$ cat src/include/dft_settings.svh
//--------------------------------------------------------------------------
// DFT engine settings
// Widths, depth and pipeline latency shared by all blocks
//--------------------------------------------------------------------------
`ifndef DFT_SETTINGS_SVH
`define DFT_SETTINGS_SVH

// Sample component width, two's complement
`define DFT_DATA_W 16
// Twiddle width, Q1.14
`define DFT_TWDL_W 16

// Sample RAM depth and address width
`define DFT_MAX_PTS 16
`define DFT_ADDR_W 4

// Legal range of log2 of the point count
`define DFT_LOG2N_MIN 2
`define DFT_LOG2N_MAX 4

// Butterfly pipeline depth in cycles
`define DFT_BFLY_LAT 3

`endif

$ cat src/source/dft_ctrl_pkg.sv
//--------------------------------------------------------------------------
// DFT control types
// Controller states and the configuration command/response format
//--------------------------------------------------------------------------
package dft_ctrl_pkg;

	// Memory controller FSM states
	typedef enum logic [2:0] {
		ST_IDLE    = 3'd0,
		ST_SINK    = 3'd1,
		ST_RD      = 3'd2,
		ST_WAIT_WR = 3'd3,
		ST_SOURCE  = 3'd4
	} ctrl_state_e;

	// Configuration opcodes
	typedef enum logic [1:0] {
		CFG_SET_LOG2N  = 2'd0,
		CFG_GET_LOG2N  = 2'd1,
		CFG_GET_FRAMES = 2'd2
	} cfg_op_e;

	// Host to register block
	typedef struct packed {
		cfg_op_e op;
		logic [7:0] data;
	} cfg_cmd_t;

	// Register block to host, valid while ack is high
	typedef struct packed {
		logic [7:0] data;
		logic err;
	} cfg_rsp_t;

endpackage

$ cat src/source/dft_data_pkg.sv
//--------------------------------------------------------------------------
// DFT data path types
// Complex samples, stream beats and butterfly request/response
//--------------------------------------------------------------------------
`include "dft_settings.svh"

package dft_data_pkg;

	// One complex sample
	typedef struct packed {
		logic signed [`DFT_DATA_W-1:0] re;
		logic signed [`DFT_DATA_W-1:0] im;
	} cplx_t;

	// Stream beat, same shape for sink and source
	typedef struct packed {
		logic valid;
		logic sop;
		logic eop;
		cplx_t sample;
	} stream_t;

	// Butterfly operands with their in-place addresses
	typedef struct packed {
		logic valid;
		cplx_t a;
		cplx_t b;
		logic [`DFT_ADDR_W-1:0] addr_a;
		logic [`DFT_ADDR_W-1:0] addr_b;
		// Angle index, 2*pi*k/16
		logic [2:0] twdl_idx;
	} bfly_req_t;

	// Butterfly results, addresses travel along
	typedef struct packed {
		logic valid;
		cplx_t x;
		cplx_t y;
		logic [`DFT_ADDR_W-1:0] addr_x;
		logic [`DFT_ADDR_W-1:0] addr_y;
	} bfly_rsp_t;

endpackage

$ cat src/source/dft_bfly_core.sv
//--------------------------------------------------------------------------
// DFT radix-2 butterfly
// Three-stage pipeline, x = (a + W*b)/2 and y = (a - W*b)/2
//--------------------------------------------------------------------------
`include "dft_settings.svh"

module dft_bfly_core (
	input  logic                     clk,
	input  logic                     rst_n,
	input  dft_data_pkg::bfly_req_t  req,
	output dft_data_pkg::bfly_rsp_t  rsp
);

	localparam int PROD_W = `DFT_DATA_W + `DFT_TWDL_W + 1;
	localparam int ACC_W = PROD_W + 1;
	// Fraction bits of Q1.14
	localparam int FRAC = `DFT_TWDL_W - 2;

	// cos and -sin of 2*pi*k/16
	localparam logic signed [`DFT_TWDL_W-1:0] COS_ROM [8] =
		'{16384, 15137, 11585, 6270, 0, -6270, -11585, -15137};
	localparam logic signed [`DFT_TWDL_W-1:0] MSIN_ROM [8] =
		'{0, -6270, -11585, -15137, -16384, -15137, -11585, -6270};

	logic signed [`DFT_TWDL_W-1:0] w_re;
	logic signed [`DFT_TWDL_W-1:0] w_im;
	logic signed [PROD_W-1:0]      s1_p_re;
	logic signed [PROD_W-1:0]      s1_p_im;
	dft_data_pkg::cplx_t           s1_a;
	logic signed [ACC_W-1:0]       a_re_sc;
	logic signed [ACC_W-1:0]       a_im_sc;
	logic signed [ACC_W-1:0]       s2_sum_re;
	logic signed [ACC_W-1:0]       s2_sum_im;
	logic signed [ACC_W-1:0]       s2_dif_re;
	logic signed [ACC_W-1:0]       s2_dif_im;
	dft_data_pkg::cplx_t           s3_x;
	dft_data_pkg::cplx_t           s3_y;
	// Valid and addresses ride along the data stages
	logic [`DFT_BFLY_LAT-1:0]      vld_pipe;
	logic [`DFT_ADDR_W-1:0]        ax_pipe [`DFT_BFLY_LAT];
	logic [`DFT_ADDR_W-1:0]        ay_pipe [`DFT_BFLY_LAT];

	assign w_re = COS_ROM[req.twdl_idx];
	assign w_im = MSIN_ROM[req.twdl_idx];
	// a brought to the product scale
	assign a_re_sc = $signed(s1_a.re) <<< FRAC;
	assign a_im_sc = $signed(s1_a.im) <<< FRAC;

	always_ff @(posedge clk)
	begin
		// Stage 1, complex multiply at full precision
		s1_p_re <= $signed(req.b.re) * w_re - $signed(req.b.im) * w_im;
		s1_p_im <= $signed(req.b.re) * w_im + $signed(req.b.im) * w_re;
		s1_a <= req.a;
		// Stage 2
		s2_sum_re <= a_re_sc + s1_p_re;
		s2_sum_im <= a_im_sc + s1_p_im;
		s2_dif_re <= a_re_sc - s1_p_re;
		s2_dif_im <= a_im_sc - s1_p_im;
		// Stage 3, arithmetic shift by FRAC+1 drops scale and halves
		s3_x.re <= s2_sum_re[FRAC + `DFT_DATA_W : FRAC + 1];
		s3_x.im <= s2_sum_im[FRAC + `DFT_DATA_W : FRAC + 1];
		s3_y.re <= s2_dif_re[FRAC + `DFT_DATA_W : FRAC + 1];
		s3_y.im <= s2_dif_im[FRAC + `DFT_DATA_W : FRAC + 1];
	end

	always_ff @(posedge clk)
	begin
		if (!rst_n)
			vld_pipe <= '0;
		else
			vld_pipe <= {vld_pipe[`DFT_BFLY_LAT-2:0], req.valid};
	end

	always_ff @(posedge clk)
	begin
		ax_pipe[0] <= req.addr_a;
		ay_pipe[0] <= req.addr_b;
		for (int i = 1; i < `DFT_BFLY_LAT; i++)
		begin
			ax_pipe[i] <= ax_pipe[i-1];
			ay_pipe[i] <= ay_pipe[i-1];
		end
	end

	always_comb
	begin
		rsp.valid = vld_pipe[`DFT_BFLY_LAT-1];
		rsp.x = s3_x;
		rsp.y = s3_y;
		rsp.addr_x = ax_pipe[`DFT_BFLY_LAT-1];
		rsp.addr_y = ay_pipe[`DFT_BFLY_LAT-1];
	end

endmodule

$ cat src/source/dft_cfg_regs.sv
//--------------------------------------------------------------------------
// DFT configuration registers
// Four-phase req/ack slave with point-count register and frame counter
//--------------------------------------------------------------------------
`include "dft_settings.svh"

module dft_cfg_regs (
	input  logic                    clk,
	input  logic                    rst_n,
	input  logic                    cfg_req,
	input  dft_ctrl_pkg::cfg_cmd_t  cfg_cmd,
	output logic                    cfg_ack,
	output dft_ctrl_pkg::cfg_rsp_t  cfg_rsp,
	input  logic                    frame_done,
	output logic [2:0]              log2n
);

	logic [7:0] frame_cnt;
	logic       req_new;
	logic       set_ok;

	// First cycle of a request, ack still low
	assign req_new = cfg_req && !cfg_ack;
	// Point count must stay inside the RAM range
	assign set_ok = (cfg_cmd.data >= `DFT_LOG2N_MIN) && (cfg_cmd.data <= `DFT_LOG2N_MAX);

	always_ff @(posedge clk)
	begin
		if (!rst_n)
		begin
			cfg_ack <= 1'b0;
			log2n <= 3'd3;
			frame_cnt <= 8'd0;
		end
		else
		begin
			// Ack trails req by one cycle in both directions
			cfg_ack <= cfg_req;
			// Wraps at 256
			if (frame_done)
				frame_cnt <= frame_cnt + 8'd1;
			if (req_new && cfg_cmd.op == dft_ctrl_pkg::CFG_SET_LOG2N && set_ok)
				log2n <= cfg_cmd.data[2:0];
		end
	end

	// Response captured with the command
	always_ff @(posedge clk)
	begin
		if (req_new)
		begin
			case (cfg_cmd.op)
				dft_ctrl_pkg::CFG_SET_LOG2N:
				begin
					cfg_rsp.data <= cfg_cmd.data;
					cfg_rsp.err <= !set_ok;
				end
				dft_ctrl_pkg::CFG_GET_LOG2N:
				begin
					cfg_rsp.data <= {5'd0, log2n};
					cfg_rsp.err <= 1'b0;
				end
				dft_ctrl_pkg::CFG_GET_FRAMES:
				begin
					cfg_rsp.data <= frame_cnt;
					cfg_rsp.err <= 1'b0;
				end
				default:
				begin
					// Unknown opcode
					cfg_rsp.data <= 8'd0;
					cfg_rsp.err <= 1'b1;
				end
			endcase
		end
	end

endmodule

$ cat src/source/dft_mem_ctrl.sv
//--------------------------------------------------------------------------
// DFT memory controller
// Sinks a frame bit-reversed, runs in-place radix-2 stages through the
// butterfly core, then sources the bins in natural order
//--------------------------------------------------------------------------
`include "dft_settings.svh"

module dft_mem_ctrl (
	input  logic                       clk,
	input  logic                       rst_n,
	input  logic [2:0]                 log2n,
	input  dft_data_pkg::stream_t      in_stream,
	output logic                       sink_ready,
	output dft_data_pkg::stream_t      out_stream,
	output logic                       frame_done,
	output logic                       we_a,
	output logic [`DFT_ADDR_W-1:0]     waddr_a,
	output dft_data_pkg::cplx_t        wdata_a,
	output logic                       we_b,
	output logic [`DFT_ADDR_W-1:0]     waddr_b,
	output dft_data_pkg::cplx_t        wdata_b,
	output logic [`DFT_ADDR_W-1:0]     raddr_a,
	output logic [`DFT_ADDR_W-1:0]     raddr_b,
	input  dft_data_pkg::cplx_t        rdata_a,
	input  dft_data_pkg::cplx_t        rdata_b,
	output dft_data_pkg::bfly_req_t    bfly_req,
	input  dft_data_pkg::bfly_rsp_t    bfly_rsp
);

	dft_ctrl_pkg::ctrl_state_e state;
	// Frame size, latched at frame start
	logic [2:0]                n_log2;
	logic [`DFT_ADDR_W-1:0]    last_idx;
	logic [`DFT_ADDR_W-2:0]    last_bf;
	// Counters
	logic [`DFT_ADDR_W-1:0]    sink_cnt;
	logic [1:0]                stage_cnt;
	logic [`DFT_ADDR_W-2:0]    bf_cnt;
	logic [`DFT_ADDR_W-2:0]    wr_cnt;
	logic [`DFT_ADDR_W-1:0]    src_cnt;
	logic                      src_end;
	logic                      sink_first;
	logic                      sink_we;
	logic                      src_rd;
	logic                      last_stage;
	// Butterfly address generation
	logic [`DFT_ADDR_W-1:0]    hspan;
	logic [`DFT_ADDR_W-1:0]    lo_mask;
	logic [`DFT_ADDR_W-1:0]    bf_ext;
	logic [`DFT_ADDR_W-1:0]    bf_addr_a;
	logic [`DFT_ADDR_W-1:0]    bf_addr_b;
	logic [2:0]                twdl_idx;
	// Aligned with the one-cycle RAM read
	logic                      rd_vld_q;
	logic [`DFT_ADDR_W-1:0]    rd_addr_a_q;
	logic [`DFT_ADDR_W-1:0]    rd_addr_b_q;
	logic [2:0]                rd_twdl_q;
	logic                      src_vld_q;
	logic                      src_sop_q;
	logic                      src_eop_q;

	// Reverse the low lg bits of idx
	function automatic logic [`DFT_ADDR_W-1:0] bit_rev(input logic [`DFT_ADDR_W-1:0] idx,
		input logic [2:0] lg);
		logic [`DFT_ADDR_W-1:0] rev;
		for (int i = 0; i < `DFT_ADDR_W; i++)
			rev[i] = idx[`DFT_ADDR_W-1-i];
		return rev >> (`DFT_LOG2N_MAX - lg);
	endfunction

	// N-1 and N/2-1
	assign last_idx = {`DFT_ADDR_W{1'b1}} >> (`DFT_LOG2N_MAX - n_log2);
	assign last_bf = last_idx[`DFT_ADDR_W-1:1];
	assign last_stage = ({1'b0, stage_cnt} == n_log2 - 3'd1);

	assign sink_ready = (state == dft_ctrl_pkg::ST_IDLE);
	assign sink_first = sink_ready && in_stream.valid && in_stream.sop;
	assign sink_we = sink_first || (state == dft_ctrl_pkg::ST_SINK && in_stream.valid);
	assign src_rd = (state == dft_ctrl_pkg::ST_SOURCE) && !src_end;

	// Insert a zero at bit stage_cnt, partner has it set
	assign hspan = {{(`DFT_ADDR_W-1){1'b0}}, 1'b1} << stage_cnt;
	assign lo_mask = hspan - 1'b1;
	assign bf_ext = {1'b0, bf_cnt};
	assign bf_addr_a = ((bf_ext & ~lo_mask) << 1) | (bf_ext & lo_mask);
	assign bf_addr_b = bf_addr_a | hspan;
	// Angle p/(2h) of a turn, in sixteenths
	assign twdl_idx = (bf_cnt & lo_mask[`DFT_ADDR_W-2:0]) << (2'd3 - stage_cnt);

	//--------------------------------------------------------------------------
	// FSM and counters
	always_ff @(posedge clk)
	begin
		if (!rst_n)
		begin
			state <= dft_ctrl_pkg::ST_IDLE;
			n_log2 <= 3'd3;
			sink_cnt <= '0;
			stage_cnt <= 2'd0;
			bf_cnt <= '0;
			wr_cnt <= '0;
			src_cnt <= '0;
			src_end <= 1'b0;
		end
		else
		begin
			// Write-backs counted per stage
			if (bfly_rsp.valid)
				wr_cnt <= (wr_cnt == last_bf) ? '0 : wr_cnt + 1'b1;
			case (state)
				dft_ctrl_pkg::ST_IDLE:
				begin
					// First beat lands at address 0
					if (sink_first)
					begin
						state <= dft_ctrl_pkg::ST_SINK;
						n_log2 <= log2n;
						sink_cnt <= {{(`DFT_ADDR_W-1){1'b0}}, 1'b1};
					end
				end
				dft_ctrl_pkg::ST_SINK:
				begin
					if (in_stream.valid)
					begin
						sink_cnt <= sink_cnt + 1'b1;
						if (sink_cnt == last_idx)
						begin
							sink_cnt <= '0;
							stage_cnt <= 2'd0;
							bf_cnt <= '0;
							state <= dft_ctrl_pkg::ST_RD;
						end
					end
				end
				dft_ctrl_pkg::ST_RD:
				begin
					// One butterfly read per cycle
					bf_cnt <= bf_cnt + 1'b1;
					if (bf_cnt == last_bf)
					begin
						bf_cnt <= '0;
						state <= dft_ctrl_pkg::ST_WAIT_WR;
					end
				end
				dft_ctrl_pkg::ST_WAIT_WR:
				begin
					// Next stage only after the last write-back
					if (bfly_rsp.valid && wr_cnt == last_bf)
					begin
						if (last_stage)
						begin
							src_cnt <= '0;
							src_end <= 1'b0;
							state <= dft_ctrl_pkg::ST_SOURCE;
						end
						else
						begin
							stage_cnt <= stage_cnt + 2'd1;
							state <= dft_ctrl_pkg::ST_RD;
						end
					end
				end
				dft_ctrl_pkg::ST_SOURCE:
				begin
					if (src_rd)
					begin
						src_cnt <= src_cnt + 1'b1;
						if (src_cnt == last_idx)
							src_end <= 1'b1;
					end
					// Stay until the last bin is out
					if (src_eop_q)
						state <= dft_ctrl_pkg::ST_IDLE;
				end
				default:
					state <= dft_ctrl_pkg::ST_IDLE;
			endcase
		end
	end

	//--------------------------------------------------------------------------
	// Read pipeline, one cycle behind the address
	always_ff @(posedge clk)
	begin
		if (!rst_n)
		begin
			rd_vld_q <= 1'b0;
			src_vld_q <= 1'b0;
			src_sop_q <= 1'b0;
			src_eop_q <= 1'b0;
		end
		else
		begin
			rd_vld_q <= (state == dft_ctrl_pkg::ST_RD);
			src_vld_q <= src_rd;
			src_sop_q <= src_rd && (src_cnt == '0);
			src_eop_q <= src_rd && (src_cnt == last_idx);
		end
	end

	always_ff @(posedge clk)
	begin
		rd_addr_a_q <= bf_addr_a;
		rd_addr_b_q <= bf_addr_b;
		rd_twdl_q <= twdl_idx;
	end

	//--------------------------------------------------------------------------
	// RAM ports
	always_comb
	begin
		// Port a shared by sink and x write-back, never both at once
		we_a = sink_we || bfly_rsp.valid;
		waddr_a = sink_we ? bit_rev(sink_cnt, n_log2) : bfly_rsp.addr_x;
		wdata_a = sink_we ? in_stream.sample : bfly_rsp.x;
		we_b = bfly_rsp.valid;
		waddr_b = bfly_rsp.addr_y;
		wdata_b = bfly_rsp.y;
		raddr_a = (state == dft_ctrl_pkg::ST_SOURCE) ? src_cnt : bf_addr_a;
		raddr_b = bf_addr_b;
	end

	// Butterfly request and output stream from read data
	always_comb
	begin
		bfly_req.valid = rd_vld_q;
		bfly_req.a = rdata_a;
		bfly_req.b = rdata_b;
		bfly_req.addr_a = rd_addr_a_q;
		bfly_req.addr_b = rd_addr_b_q;
		bfly_req.twdl_idx = rd_twdl_q;
		out_stream.valid = src_vld_q;
		out_stream.sop = src_sop_q;
		out_stream.eop = src_eop_q;
		out_stream.sample = rdata_a;
	end

	assign frame_done = src_eop_q;

	// In-flight butterflies never collide on write-back
	a_wr_ports_distinct: assert property (@(posedge clk) disable iff (!rst_n)
		we_a && we_b |-> waddr_a != waddr_b);
	// Output only while sourcing
	a_out_in_source: assert property (@(posedge clk) disable iff (!rst_n)
		out_stream.valid |-> state == dft_ctrl_pkg::ST_SOURCE);

endmodule

$ cat src/source/dft_mem_top.sv
//--------------------------------------------------------------------------
// DFT memory engine top
// Config registers, memory controller, sample RAM and butterfly core
//--------------------------------------------------------------------------
`include "dft_settings.svh"

module dft_mem_top (
	input  logic                    clk,
	input  logic                    rst_n,
	input  dft_data_pkg::stream_t   in_stream,
	output logic                    sink_ready,
	output dft_data_pkg::stream_t   out_stream,
	input  logic                    cfg_req,
	input  dft_ctrl_pkg::cfg_cmd_t  cfg_cmd,
	output logic                    cfg_ack,
	output dft_ctrl_pkg::cfg_rsp_t  cfg_rsp
);

	// Register block to controller
	logic [2:0]                log2n;
	logic                      frame_done;

	// Controller to RAM
	logic                      we_a;
	logic [`DFT_ADDR_W-1:0]    waddr_a;
	dft_data_pkg::cplx_t       wdata_a;
	logic                      we_b;
	logic [`DFT_ADDR_W-1:0]    waddr_b;
	dft_data_pkg::cplx_t       wdata_b;
	logic [`DFT_ADDR_W-1:0]    raddr_a;
	logic [`DFT_ADDR_W-1:0]    raddr_b;
	dft_data_pkg::cplx_t       rdata_a;
	dft_data_pkg::cplx_t       rdata_b;

	// Controller to butterfly
	dft_data_pkg::bfly_req_t   bfly_req;
	dft_data_pkg::bfly_rsp_t   bfly_rsp;

	dft_cfg_regs i_cfg_regs (.*);

	dft_mem_ctrl i_mem_ctrl (.*);

	dft_sample_ram i_sample_ram (.*);

	dft_bfly_core i_bfly_core (
		.clk   (clk),
		.rst_n (rst_n),
		.req   (bfly_req),
		.rsp   (bfly_rsp)
	);

endmodule

$ cat src/source/dft_sample_ram.sv
//--------------------------------------------------------------------------
// DFT sample RAM
// Two write and two registered read ports, one butterfly in and out per cycle
//--------------------------------------------------------------------------
`include "dft_settings.svh"

module dft_sample_ram (
	input  logic                    clk,
	input  logic                    we_a,
	input  logic [`DFT_ADDR_W-1:0]  waddr_a,
	input  dft_data_pkg::cplx_t     wdata_a,
	input  logic                    we_b,
	input  logic [`DFT_ADDR_W-1:0]  waddr_b,
	input  dft_data_pkg::cplx_t     wdata_b,
	input  logic [`DFT_ADDR_W-1:0]  raddr_a,
	input  logic [`DFT_ADDR_W-1:0]  raddr_b,
	output dft_data_pkg::cplx_t     rdata_a,
	output dft_data_pkg::cplx_t     rdata_b
);

	dft_data_pkg::cplx_t mem [`DFT_MAX_PTS];

	// Read returns the old word on a same-address write
	always_ff @(posedge clk)
	begin
		if (we_a)
			mem[waddr_a] <= wdata_a;
		if (we_b)
			mem[waddr_b] <= wdata_b;
		rdata_a <= mem[raddr_a];
		rdata_b <= mem[raddr_b];
	end

endmodule

$ cat config.mk
export PLATFORM = sky130hd
export DESIGN_NAME = dft_mem_top
export DESIGN_NICKNAME = d
export VERILOG_FILES = /design/src/source/dft_ctrl_pkg.sv /design/src/source/dft_data_pkg.sv /design/src/source/dft_bfly_core.sv /design/src/source/dft_cfg_regs.sv /design/src/source/dft_mem_ctrl.sv /design/src/source/dft_mem_top.sv /design/src/source/dft_sample_ram.sv
export VERILOG_INCLUDE_DIRS = /design/src /design/src/include
export SDC_FILE = /design/constraint.sdc
export NUM_CORES = 2
export LEC_CHECK = 0
export ABC_AREA = 1
export BUFFER_PORTS_ARGS = -buffer_cell sky130_fd_sc_hd__buf_2
export CORE_MARGIN = 8
export CORE_UTILIZATION = 47
export DETAILED_ROUTE_END_ITERATION = 8
export HOLD_SLACK_MARGIN = 0.1
export PLACE_DENSITY = 0.7
export SYNTH_ARGS = -nofsm -noshare
export SYNTH_HDL_FRONTEND = slang
export SYNTH_SLANG_ARGS = --single-unit
$ cat constraint.sdc
create_clock -name clk -period 9.65 [get_ports clk]
set_input_delay 0.965 -clock clk [delete_from_list [all_inputs] [get_ports clk]]
set_output_delay 0.965 -clock clk [all_outputs]
set_load 0.05 [all_outputs]
==> run metrics <==
outcome finished clean; CTS Buf Count 95; die width 436 um; Starting Density 0.472; Register-to-Register Path Depth 26; CTS tree yes; Max Root-Sink Buffers 3; core area 0.176 sq mm; Pre-antenna DRT Iters 8; Initial DRC Count 7,132; syn nets 11,400; fin nets 11,200; synth warn 0; DP HPWL 189 mm; setup tns final 0 ns; Max Cap Viol 0; root buffer selected by CTS clkbuf_16; Final Worst Setup Slack 1.00 ns; R2R Setup Slk 1.00 ns; number of synthesized flops with an enable pin 521; clock-pin slew on the worst setup and hold paths 0.08 ns; met1 usage 0.364; RSZ-0062 raised after global routing false; layout cells sized above 1 0.0519; worst hold path endpoint i_bfly_core.rsp[63]; Yosys reg bits 884; # fillers 16,100; Buffers & Inverters on Critical Path 7; Die Y 436 um; dpl ws 0.972 ns; Die Area 0.190 sq mm; fin crit period 8.65 ns; Boundary Pins 94; setup violators final 0; worst clock skew 0.0460 ns; H-tree levels 3; min-delay src i_bfly_core.s2_sum_re[22]; largest stage delay on the critical path 0.57 ns; GRT Residual Overflow 0; grt met3 use 0.0560; DR vias/cell 5.52; Slew HR 0.0202; Min-Delay Path Class reg -> reg; delay-heaviest family, CP adder cells; Startpoint Class register; Mapped Cells 9,899; area of the multi-input gates 0.0500 sq mm; setup bufs post-CTS 0; critical path required time 10.29 ns; Clock Sinks 884; top post-synthesis cells by area fa_1, edfxtp_1, inv_1; pin count of the biggest net entering global routing 279; vias in the first global route 67,400; DRC violations left 0; Final period util 0.896; Fmax 116 MHz; busiest grt layer met2; area grow syn2layout 6.70%; Syn Area/Cell 8.37 sq um; area share of the leading cell type in the synthesized netlist 0.258; Final Hold Fails 0; wire length of the first global-routing pass 400 mm; row cnt 154; Setup CP Type reg -> reg; FF/Latch Area 0.0229 sq mm; Crit-path slowest cell fa_1; clock insertion delay at the later pin of the skew report 0.74 ns; Main synth FF type edfxtp_1; cts-stage hold buffer count 0; Avg WL per Cell 21.8 um; Post-Syn Area 0.0828 sq mm; GR Util met2 0.424; worst-margin pin slew 1.47 ns; Hold Crit Depth 0; initial antenna violation count 15; Critical Path AT 9.29 ns; port bufs 92; Yosys top cell by area fa_1; fraction of registers with async set/reset 0; CTS resizes 0; RD Place Congestion 0.984; sequential area share after synthesis 0.277; total track usage 0.274; drt total wl 264 mm; Netlist cell types 51; CP Max Fanout 37; R2R Path End i_bfly_core.s1_p_re[30]; Critical Path Sink Type register; Worst R2R Start i_mem_ctrl.rd_twdl_q[0]; Routed Antenna Nets 0; total number of vias 66,600; max-slew violations 0; CP most frequent cell fa_1
## cells by family after synthesis
group,Yosys count,share of synthesized area
simple gates,3020,0.144
buf+inv,2640,0.124
compound gates,1683,0.112
fa+ha+maj,1487,0.321
flops,884,0.277
xor+xnor,141,0.0149
mux,44,0.00677
## cell type report
type / instances / share of cell area
multi-input combinational: 6375 / 0.566
clock inverter: 44 / 0.00650
clock buffer: 135 / 0.0305
inverter: 2059 / 0.0875
timing repair buffer: 221 / 0.0167
sequential: 884 / 0.259
antenna: 18 / 0.000510
tap: 2340 / 0.0331
## how the worst max path moves through the flow
stage | from | end | slack, ns | cells past startpoint
CTS | i_mem_ctrl.rd_twdl_q[0] | i_bfly_core.s1_p_im[30] | 0.95 | 30
finish | i_mem_ctrl.rd_twdl_q[0] | i_bfly_core.s1_p_re[30] | 1.00 | 26
detailed placement | i_mem_ctrl.rd_twdl_q[0] | i_bfly_core.s1_p_im[30] | 0.97 | 30
floorplan | i_mem_ctrl.rd_twdl_q[0] | i_bfly_core.s1_p_re[30] | 1.63 | 26
global placement | i_mem_ctrl.rd_twdl_q[0] | i_bfly_core.s1_p_im[30] | 1.09 | 30
global route | i_mem_ctrl.rd_twdl_q[0] | i_bfly_core.s1_p_re[30] | 0.49 | 26
## cell usage after synthesis (28+ instances only)
cell	instances
nor2_1	626
a21oi_1	362
nand4_1	48
buf_1	52
o211ai_1	226
clkbuf_1	353
o21bai_1	40
buf_2	109
buf_4	54
nor3_1	34
nand2_1	2024
dfxtp_1	363
nand3_1	237
xor2_1	104
ha_1	421
inv_1	2041
o21ai_0	883
o21ai_1	91
edfxtp_1	521
fa_1	1066
xnor2_1	37
mux2i_2	28
## stage by stage
step           std cells  area (sq um)  utilization  hold WS (ns)
3_5_place_dp       11900         85100        0.485         0.312
6_report           12100         88400        0.503         0.309
5_1_grt            12100         88400        0.503         0.323
3_3_place_gp       11900         85100        0.485         0.311
2_1_floorplan       9899         82800            -         0.310
4_1_cts            12100         88300        0.503         0.306
## layer usage
| layer | routed length (um) | share of wire |
|---|---|---|
| met5 | 45 | 0.00017 |
| met4 | 16300 | 0.062 |
| met3 | 28600 | 0.11 |
| met2 | 116000 | 0.44 |
| met1 | 103000 | 0.39 |
## sequential cells by signal, summed over array words and instances, names as in the netlist, 31 cells and up
name                  flops
i_bfly_core.rsp          64
i_bfly_core.s1_p_im      31
i_bfly_core.s1_p_re      31
i_sample_ram.mem        512
i_sample_ram.rdata_a     32
i_sample_ram.rdata_b     32
## worst reg2reg max path, cell delays in order (launching register included)
cell,delay [ns]
dfxtp_1,0.33
buf_4,0.45
ha_1,0.29
nor2_1,0.06
inv_1,0.07
nand2_1,0.48
nor2_1,0.53
fa_1,0.49
inv_1,0.23
fa_1,0.44
inv_1,0.11
fa_1,0.57
inv_1,0.28
fa_1,0.49
fa_1,0.50
fa_1,0.51
fa_1,0.54
inv_1,0.08
fa_1,0.45
ha_1,0.44
inv_1,0.13
nor3_1,0.29
nand2_1,0.11
or2_2,0.31
nand3_1,0.18
nand3b_1,0.15
nand2_1,0.06
## placed cells by master (no fill, tap or decap), types with 12 or more instances in the layout
| cell type | n |
|---|---|
| inv_1 | 2040 |
| nand2_1 | 2021 |
| fa_1 | 1066 |
| o21ai_0 | 881 |
| nor2_1 | 612 |
| edfxtp_1 | 521 |
| ha_1 | 421 |
| dfxtp_1 | 363 |
| a21oi_1 | 362 |
| nand3_1 | 237 |
| o211ai_1 | 226 |
| buf_4 | 125 |
| xor2_1 | 104 |
| clkbuf_16 | 96 |
| buf_2 | 92 |
| o21ai_1 | 88 |
| nand4_1 | 48 |
| xnor2_1 | 37 |
| o21bai_1 | 33 |
| nor3_1 | 31 |
| mux2i_2 | 28 |
| or2_2 | 25 |
| clkbuf_1 | 24 |
| a31oi_1 | 20 |
| clkinv_2 | 20 |
| diode_2 | 18 |
| a21o_1 | 16 |
| clkbuf_8 | 15 |
| nor2_4 | 13 |
| clkinv_1 | 12 |
| mux2_2 | 12 |
Power is not shown: default switching activity piles up to over one toggle a cycle in this logic, so the estimate is an artifact.
